--- src/design/fmap_consts.svh ---
`ifndef FMAP_CONSTS_SVH
`define FMAP_CONSTS_SVH

// map geometry
`define FMAP_DIM        8   // pixels per side
`define FMAP_CHANNELS   32  // channel count
`define FMAP_ORIGIN_MAX 6   // view is 2x2, so origin stops one short of the edge

// data widths
`define PIX_W 8   // one pixel
`define OUT_W 14  // output word, pixel zero-extended
`define OP_W  4   // host op code

// host op codes
`define OP_LOAD     4'd0  // load whole map
`define OP_RIGHT    4'd1  // origin x+1
`define OP_LEFT     4'd2  // origin x-1
`define OP_UP       4'd3  // origin y-1
`define OP_DOWN     4'd4  // origin y+1
`define OP_WIN_DOWN 4'd5  // halve channel window
`define OP_WIN_UP   4'd6  // double channel window
`define OP_DISPLAY  4'd7  // stream the view

// read address to output register, in cycles
`define READ_LAT 2

`endif

--- src/design/fmap_pkg.sv ---
`default_nettype none

`include "fmap_consts.svh"

package fmap_pkg;

	localparam int COORD_W = $clog2(`FMAP_DIM);       // 3 bits for 0..7
	localparam int CHAN_W  = $clog2(`FMAP_CHANNELS);  // 5 bits for 0..31
	localparam int ADDR_W  = CHAN_W + 2 * COORD_W;    // {chan, y, x}

	typedef logic [COORD_W-1:0] coord_t;     // x or y
	typedef logic [CHAN_W-1:0]  chan_t;      // channel index
	typedef logic [ADDR_W-1:0]  addr_t;      // chan*64 + y*8 + x
	typedef logic [`PIX_W-1:0]  pixel_t;
	typedef logic [`OUT_W-1:0]  out_data_t;
	typedef logic [`OP_W-1:0]   op_t;

	typedef enum logic [2:0] {
		START,    // one cycle after reset
		WAIT_OP,  // op_ready high
		LOAD,     // taking map bytes
		DISPLAY,  // scanner issuing reads
		DRAIN,    // last beats leaving the read pipe
		FINISH    // one idle cycle before next op
	} ctrl_state_t;

	typedef enum logic [1:0] {
		WIN_8  = 2'd0,
		WIN_16 = 2'd1,
		WIN_32 = 2'd2
	} chan_win_t;

endpackage

`default_nettype wire

--- src/design/view_scanner.sv ---
`timescale 1ns/1ps
`default_nettype none

module view_scanner import fmap_pkg::*; (
	input  wire       i_clk,
	input  wire       i_rst_n,
	input  logic      i_scan_start,   // one cycle, from decoder
	input  coord_t    i_origin_x,
	input  coord_t    i_origin_y,
	input  chan_win_t i_chan_win,
	output addr_t     o_raddr,
	output logic      o_rd_valid,
	output logic      o_scan_last
);

	logic   active;
	coord_t x_cnt;
	coord_t y_cnt;
	chan_t  ch_cnt;
	chan_t  ch_last;   // window size minus 1
	coord_t x_end;
	coord_t y_end;
	logic   x_wrap;
	logic   y_wrap;
	logic   ch_wrap;

	always_comb begin
		case (i_chan_win)
			WIN_8:   ch_last = chan_t'(7);
			WIN_16:  ch_last = chan_t'(15);
			default: ch_last = chan_t'(31);
		endcase
	end

	// origin tops out at 6, so +1 never overflows
	assign x_end   = i_origin_x + 1'b1;
	assign y_end   = i_origin_y + 1'b1;
	assign x_wrap  = (x_cnt == x_end);
	assign y_wrap  = (y_cnt == y_end);
	assign ch_wrap = (ch_cnt == ch_last);

	assign o_raddr     = {ch_cnt, y_cnt, x_cnt};   // chan*64 + y*8 + x
	assign o_rd_valid  = active;
	assign o_scan_last = active & x_wrap & y_wrap & ch_wrap;

	// x fastest, then y, then channel; one address per cycle, no gaps
	always_ff @(posedge i_clk or negedge i_rst_n) begin
		if (!i_rst_n) begin
			active <= 1'b0;
			x_cnt  <= '0;
			y_cnt  <= '0;
			ch_cnt <= '0;
		end else if (i_scan_start) begin
			active <= 1'b1;
			x_cnt  <= i_origin_x;
			y_cnt  <= i_origin_y;
			ch_cnt <= '0;
		end else if (active) begin
			if (x_wrap) begin
				x_cnt <= i_origin_x;
				if (y_wrap) begin
					y_cnt <= i_origin_y;
					if (ch_wrap) active <= 1'b0;   // final address just issued
					else ch_cnt <= ch_cnt + 1'b1;
				end else begin
					y_cnt <= y_cnt + 1'b1;
				end
			end else begin
				x_cnt <= x_cnt + 1'b1;
			end
		end
	end

endmodule

`default_nettype wire

--- config.mk ---
export PLATFORM = sky130hd
export DESIGN_NAME = view_scanner
export DESIGN_NICKNAME = d
export VERILOG_FILES = /design/src/design/fmap_pkg.sv /design/src/design/view_scanner.sv
export VERILOG_INCLUDE_DIRS = /design/src /design/src/design
export SDC_FILE = /design/constraint.sdc
export NUM_CORES = 1
export LEC_CHECK = 0
export ABC_AREA = 1
export BUFFER_PORTS_ARGS = -buffer_cell sky130_fd_sc_hd__buf_2
export CAP_MARGIN = 20
export CORE_AREA = 2 2 49 51
export CTS_BUF_LIST = sky130_fd_sc_hd__clkbuf_8
export CTS_CLUSTER_DIAMETER = 60
export DETAILED_ROUTE_END_ITERATION = 10
export DIE_AREA = 0 0 51 53
export PLACE_DENSITY = 0.68
export SYNTH_ARGS = -nofsm -noshare
export SYNTH_HDL_FRONTEND = slang
export SYNTH_SLANG_ARGS = --single-unit
export TNS_END_PERCENT = 100
--- constraint.sdc ---
create_clock -name i_clk -period 2.31 [get_ports i_clk]
set_clock_uncertainty 0.15 [all_clocks]
set_input_delay 0.462 -clock i_clk [delete_from_list [all_inputs] [get_ports i_clk]]
set_output_delay 0.462 -clock i_clk [all_outputs]
set_load 0.02 [all_outputs]
==> impl_metrics.ini, run 1 <==
[run_status]
status = complete, no violations

[clock_network]
clock_sinks = 12
cts_tree = built
clkLatencyLatePin_ps = 250
cts_made_buffers = 3
htree_levels = 1
root_buffer = clkbuf_8
clkTransAtPathRegs_ps = 60
cts_buffer_depth = 2

[power_and_ir_drop]
max-vdd-ir-drop_mv = 0.603
power_leakage_uw = 0.000682
pwr_density_cell_mw_per_mm2 = 767

[place]
port-buffer-count = 23
place_congestion = 0.767
dp_hpwl_um = 1600
place_ws_ps = 160
placed_cell_area_mm2 = 0.00110

[worst_setup_path]
crit_arrival_ps = 1620
required_ps = 1700
rr_startpoint = ch_cnt[0]
cp_max_fo = 5
start_kind = flop
end_kind = primary output
critPathKind = flop to primary output
worstSetupStartpoint = ch_cnt[0]

[synthesis]
synth_area_um2 = 950
synth-seq-cells = 12
yosysWarnings = 0
synth_cells = 146
synth_top_area_frac = 0.316
synth_nets = 162
synth_top_cell_by_area = dfrtp_1
synthTopCellsByArea = dfrtp_1, nand2_1, nand3_1
synth_cell_types = 21
seq_area_frac_synth = 0.316
synth_area_per_cell_um2 = 6.50

[route]
antenna_left = 0
wire_per_inst_um = 10.4
avgViaCountPerCell = 4.82
route.detailed.drc = 0
wirelength_um = 2100
first_pass_iters = 4
num_vias = 973
drt_iter0_drc = 35

[timing]
timing.final.ws_setup_ps = 79.6
tns_ps = 0
worstMarginPinSlew_ps = 292
hold_viol = 0
period_share = 0.966
slew_viol_final = 0
max_freq_mhz = 448
setup_viol = 0
max_slew_margin = 0.805
finalCriticalPeriod_ps = 2230

[global_route]
use_met2 = 0.301
grt_max_degree = 13
grt_pass1_wl_um = 3390
grt-ovfl-total = 0
grt_pass1_vias = 843
grt_util_all_layers = 0.167
met3_usage = 0.0254
antenna_found_initial = 0
use_met1 = 0.202
gr-max-usage-layer = met2

[finish]
drive_gt1_frac = 0.247
insertedDiodeCount = 0
synthToLayoutAreaGrowth_pct = 24.6
final_common_cell = nand2_1
layout.nets = 191
layout_common_cells = nand2_1, buf_2, inv_1
final_area_mm2 = 0.00118
postLayoutCoreUtil = 0.551

[min_path]
hp-class = primary input to flop
hp-start = i_origin_y[1]

[floorplan]
fp.dieH_um = 53
design.core.area_mm2 = 0.00215
rows = 17
start_util = 0.442
dieArea_mm2 = 0.00270
pin_count = 24
die_width_um = 51

[flow_run]
cap_violations = 0
[critical path, stage by stage, from the launching register on]
cell	delay, ps
dfrtp_1	410
ha_2	200
nand2_1	70
inv_1	120
nand3_2	100
nor2_4	140
nand2_1	70
nor2_1	110
buf_4	150
[metrics by stage]
step | power (µW) | std cells | hold slack (ps)
2_1_floorplan | 566 | 146 | 16.4
3_3_place_gp | 664 | 196 | 214
3_5_place_dp | 672 | 196 | 215
4_1_cts | 912 | 201 | 376
5_1_grt | 972 | 202 | 417
6_report | 907 | 202 | 375
[state kept, by name, indices dropped and copies added (netlist names)]
signal / cells
ch_cnt: 5
x_cnt: 3
y_cnt: 3
o_rd_valid: 1
[cells in the mapped netlist, drive strengths merged]
cell	n
nand2	61
xnor2	1
ha	5
dfrtp	12
xor2	2
nand3	16
o21ai	8
o211ai	1
nor3	1
a21oi	1
nand4	1
nor2	11
inv	24
clkbuf	1
o21bai	1
[layout make-up]
cell class                 instances  area (µm²)
inverter                          24        90.1
fill                             214         965
timing repair buffer              25         135
tap                               28        35.0
sequential                        12         300
multi-input combinational        109         568
clock buffer                       4        55.1
[what timing repair did]
action | in CTS | in global routing
setup buffers | 0 | 1
hold endpoints to repair | 12 | 0
hold buffers | 1 | 0
gates resized for setup | 0 | 4
setup endpoints to repair | 0 | 1
[logic make-up (layout without fill, tap and decap cells)]
group                      Yosys count  in the layout  share of synthesized area
xor gates and xnor gates             3              3                     0.0277
buffers and inverters               25             53                     0.0988
adders and majority gates            5              5                     0.0659
DFF                                 12             12                      0.316
AOI/OAI and AO/OA                   11             11                     0.0870
and+or+nand+nor                     90             90                      0.404
[routing by layer]
metal | share of wire | up-vias
met2 | 0.51 | 25
li1 | - | 511
met4 | 0.0048 | 0
met3 | 0.043 | 2
met1 | 0.44 | 435
met5 | 0 | -
[report_power, final]
part / total [µW] / switching [µW] / internal [µW] / leakage (µW)
clock: 237 / 85.7 / 151 / 0.0000288
sequential: 311 / 55.9 / 255 / 0.000147
combinational: 360 / 225 / 135 / 0.000506
total: 907 / 367 / 541 / 0.000682
[path summary, 6_finish.rpt]
kind                                to  slack [ps]  cells past startpoint
setup / recovery           o_scan_last          80                      8
max in group asynchronous    ch_cnt[2]        1300                      2
hold reg to reg              ch_cnt[1]         390                      2
min in group asynchronous     x_cnt[2]         480                      2
hold / removal                y_cnt[1]         380                      5
setup reg to reg            o_rd_valid         640                      9
Note: power is estimated with default switching activity, not from simulation.
==> run 2: changes to the inputs <==
--- a/config.mk
+++ b/config.mk
@@ -15,6 +15,7 @@
 export DETAILED_ROUTE_END_ITERATION = 10
 export DIE_AREA = 0 0 51 53
 export PLACE_DENSITY = 0.68
+export SETUP_SLACK_MARGIN = 0.5
 export SYNTH_ARGS = -nofsm -noshare
 export SYNTH_HDL_FRONTEND = slang
 export SYNTH_SLANG_ARGS = --single-unit
==> run 2 against run 1 <==
- global-route usage rose by 2.3 points
- via count rose by 4.5%
- final cell count rose by 4.5%
- first-iteration DRC count fell by 51%
- critical path type is now primary input to primary output
- highest routed layer unchanged
==> impl_metrics.ini, run 2 (synthesis results as in run 1) <==
[route]
wirelength_um = 2180
avgViaCountPerCell = 4.82
route.detailed.drc = 0
drt_iter0_drc = 17
first_pass_iters = 4
wire_per_inst_um = 10.3
num_vias = 1017
antenna_left = 0

[min_path]
hp-start = ch_cnt[1]
hp-class = flop to flop
worstHoldEndpoint = ch_cnt[1]
hold-path-cell-count = 2

[floorplan]
pin_count = 24
die_width_um = 51
design.core.area_mm2 = 0.00215
rows = 17
start_util = 0.442
dieArea_mm2 = 0.00270
fp.dieH_um = 53

[finish]
insertedDiodeCount = 0
drive_gt1_frac = 0.328
layout.nets = 200
layout_common_cells = nand2_1, buf_2, inv_1
final_area_mm2 = 0.00132
finalNonFillerCells = 211
largest_reg_flops = 5
largestRegisters = ch_cnt (5), x_cnt (3), y_cnt (3)
regMostFlops = ch_cnt
synthToLayoutAreaGrowth_pct = 39.3
final_common_cell = nand2_1

[place]
place_congestion = 0.751
dp_cells = 196
port-buffer-count = 23
placed_cell_area_mm2 = 0.00111
dp_hpwl_um = 1610

[global_route]
grt_pass1_vias = 957
grt_max_degree = 13
grt_pass1_wl_um = 3840
grt-ovfl-total = 0
antenna_found_initial = 0
grt_util_all_layers = 0.190

[clock_network]
clock_sinks = 12
cts_made_buffers = 3
cts_tree = built
clkLatencyLatePin_ps = 240
htree_levels = 1
cts_buffer_depth = 2
clkTransAtPathRegs_ps = 60
root_buffer = clkbuf_8

[worst_setup_path]
rr_startpoint = y_cnt[0]
required_ps = 1700
timing.rr.end = ch_cnt[4]
cp_max_fo = 2
r2r_slack_ps = 320
end_kind = primary output
start_kind = primary input
critPathKind = primary input to primary output
crit_arrival_ps = 1470
ff2ff_path_depth = 14

[timing]
max_freq_mhz = 481
max_slew_margin = 0.805
finalCriticalPeriod_ps = 2080
tns_ps = 0
hold_viol = 0
slew_viol_final = 0
rsz0062_at_grt = true
setup_viol = 0
worstMarginPinSlew_ps = 292
period_share = 0.900

[flow_run]
cap_violations = 0

[power_and_ir_drop]
pwr_density_cell_mw_per_mm2 = 739
max-vdd-ir-drop_mv = 0.514
power_leakage_uw = 0.000731

[run_status]
status = complete, no violations
## run 2: cell count changes in the layout (fill, tap and decap cells not counted), sizes merged
cell	change
buf	+9
## run 2: final cells by class
class                   count  area (µm²)
fillers                   200         826
multi-input cells         109         601
flip-flops and latches     12         303
repair buffers             34         239
inverters                  24        90.1
clock buffers               4        55.1
well taps                  28        35.0
## run 2: power breakdown
| group | internal (µW) | switching (µW) | total [µW] |
|---|---|---|---|
| logic | 186 | 244 | 430 |
| registers | 258 | 54.6 | 312 |
| clock network | 151 | 84.0 | 235 |
## run 2: worst max-delay path by stage
stage	start	to	slack, ps	depth (start not counted)
after global placement	i_origin_y[0]	o_scan_last	130	9
after CTS	i_origin_x[0]	o_scan_last	180	9
after detailed placement	i_origin_x[0]	o_scan_last	100	9
final	i_origin_y[1]	o_scan_last	230	9
after floorplan	i_origin_y[0]	o_scan_last	400	7
after global routing	i_origin_x[0]	o_scan_last	130	9
## run 2: worst max-delay path, cell delays in order
cell	delay, ps
buf_6	100
ha_4	260
inv_2	20
nand2_1	40
nand2_1	60
nor2_2	100
nand4_1	180
nor2_4	120
buf_6	120
## run 2: what timing repair did
item,CTS,global route
hold endpoints to repair,12,0
setup endpoints to repair,1,8
setup buffers,7,3
resized for setup,15,5
hold buffers,1,0
pin swaps,9,6
## run 2: stage by stage
stage               hold WS, ps  worst slack [ps]  utilization  power, µW
floorplan                  16.4               396            -        570
global placement            219               126        0.515        667
detailed placement          219               103        0.515        679
CTS                         373               177        0.600        963
global route                386               127        0.616       1050
finish                      373               232        0.616        977
## run 2: layer usage
metal | wire length (µm) | track usage | vias to the layer above | share of wire
met5 | 0 | 0 | - | 0
met4 | 34 | 0.0991 | 0 | 0.016
met3 | 79 | 0.0367 | 4 | 0.036
met2 | 1040 | 0.331 | 25 | 0.48
met1 | 1020 | 0.220 | 459 | 0.47
li1 | - | - | 529 | -
==> run 3: changes to the inputs <==
--- a/config.mk
+++ b/config.mk
@@ -14,7 +14,7 @@
 export CTS_CLUSTER_DIAMETER = 60
 export DETAILED_ROUTE_END_ITERATION = 10
 export DIE_AREA = 0 0 51 53
-export PLACE_DENSITY = 0.68
+export PLACE_DENSITY = 0.67
 export SETUP_SLACK_MARGIN = 0.5
 export SYNTH_ARGS = -nofsm -noshare
 export SYNTH_HDL_FRONTEND = slang
==> run 3 against run 2 <==
- global-route usage is 2.3 points lower
- via count is 2.8% lower
- clock power is 18% lower
- highest routed layer is now met3
- sequential power is 3% higher
- flip-flop and latch count stayed put
- hold slack worse by 1.9 ps
- first-iteration DRC count is 12% higher
- sequential share of layout area is 0.42 points higher
- register-to-register slack better by 300 ps
==> impl_metrics.ini, run 3 (synthesis results as in run 1) <==
[finish]
drive_gt1_frac = 0.313
layout.nets = 196
regMostFlops = ch_cnt
fillers = 204
synthToLayoutAreaGrowth_pct = 36.8
final_common_cell = nand2_1
largestRegisters = ch_cnt (5), x_cnt (3), y_cnt (3)
seq_area_um2 = 303
largest_reg_flops = 5
multi_input_area_um2 = 621
insertedDiodeCount = 0
layout_common_cells = nand2_1, inv_1, buf_2

[floorplan]
design.core.area_mm2 = 0.00215
dieArea_mm2 = 0.00270
die_width_um = 51
pin_count = 24
rows = 17
start_util = 0.442
fp.dieH_um = 53

[clock_network]
htree_levels = 1
clkTransAtPathRegs_ps = 50
cts_made_buffers = 3
root_buffer = clkbuf_8
cts_buffer_depth = 2
clkLatencyLatePin_ps = 240
cts_tree = built
clock_sinks = 12

[route]
antenna_left = 0
route.detailed.drc = 0
avgViaCountPerCell = 4.78
drt_iter0_drc = 19
first_pass_iters = 4
wirelength_um = 2140
num_vias = 989
wire_per_inst_um = 10.3

[timing]
tns_ps = 0
hold_viol = 0
worstMarginPinSlew_ps = 289
max_freq_mhz = 481
max_slew_margin = 0.807
period_share = 0.900
finalCriticalPeriod_ps = 2080
slew_viol_final = 0
setup_viol = 0
rsz0062_at_grt = true

[power_and_ir_drop]
power_uw = 918
max-vdd-ir-drop_mv = 0.481
pwr_density_cell_mw_per_mm2 = 707
power_leakage_uw = 0.000719

[flow_run]
cap_violations = 0

[worst_setup_path]
crit_arrival_ps = 1470
critPathSlowestCell = dfrtp_2
max_stage_delay_ps = 400
end_kind = primary output
cpLargestDelayFamily = simple AND/OR/NAND/NOR gates
required_ps = 1700
path_cells = ha_4, nand2_2, inv_2, nand3_2, nor2_4, nand2_2, nor2_4, buf_6
cp_max_fo = 4
critPathBufInv = 2
start_kind = flop
critPathKind = flop to primary output

[global_route]
grt-ovfl-total = 0
grt_max_degree = 13
grt_pass1_vias = 817
grt_util_all_layers = 0.167
grt_pass1_wl_um = 3410
antenna_found_initial = 0

[place]
place_congestion = 0.815
port-buffer-count = 23
dp_hpwl_um = 1580

[min_path]
hp-class = primary input to flop

[run_status]
status = complete, no violations
==> run 3: timing repair <==
item                                   in CTS  in global routing
pin swaps                                   9                  8
gates cloned                                0                  0
hold buffers                                1                  0
endpoints found under the hold margin      12                  0
resized for setup                          18                  4
setup endpoints to repair                   1                  2
setup buffers                               1                  5
==> run 3: per-layer routing <==
layer / track usage / wire length, µm / vias to the layer above
met5: 0 / 0 / -
met4: 0.0405 / 0 / 0
met3: 0.0339 / 89 / 0
met2: 0.310 / 1090 / 21
met1: 0.197 / 956 / 450
li1: - / - / 518
==> run 3: final timing paths <==
check	from	endpoint	slack, ps	depth (start not counted)
max	ch_cnt[1]	o_scan_last	230	8
min	i_origin_y[1]	y_cnt[1]	370	5
max reg2reg	x_cnt[0]	ch_cnt[0]	620	10
min reg2reg	ch_cnt[1]	ch_cnt[1]	400	2
max in group asynchronous	i_rst_n	ch_cnt[0]	1300	2
min in group asynchronous	i_rst_n	y_cnt[2]	480	2
==> run 3: per-stage QoR <==
stage,util,worst slack (ps),hold slack (ps),cell area [µm²],cells
global route,0.605,141,407,1300,207
floorplan,-,396,16.4,960,146
finish,0.605,230,371,1300,207
global placement,0.515,136,212,1110,196
detailed placement,0.515,92.4,216,1110,196
CTS,0.578,168,366,1240,202
==> run 3: worst reg2reg max path, stage by stage (launching register included) <==
cell and delay [ps]:
dfrtp_1 380, inv_1 80, nand2_1 70, nand2_1 60, nor2_2 130, buf_4 140
nand2_4 70, o21ai_4 280, nand2_4 100, nand2_1 70, nand2_1 50
==> run 3: cell type report <==
| type | instances | area share |
|---|---|---|
| clock buffers | 3 | 0.0318 |
| repair buffers | 30 | 0.158 |
| inverters | 24 | 0.0694 |
| well taps | 28 | 0.0270 |
| multi-input cells | 109 | 0.478 |
| flip-flops and latches | 12 | 0.233 |
| clock inverters | 1 | 0.00289 |
==> run 3: report_power, final <==
group | internal [µW] | total [µW] | leakage [µW] | switching (µW)
combinational | 167 | 406 | 0.000547 | 238
sequential | 258 | 321 | 0.000144 | 63.0
clock | 117 | 192 | 0.0000269 | 74.8
total | 542 | 918 | 0.000719 | 376
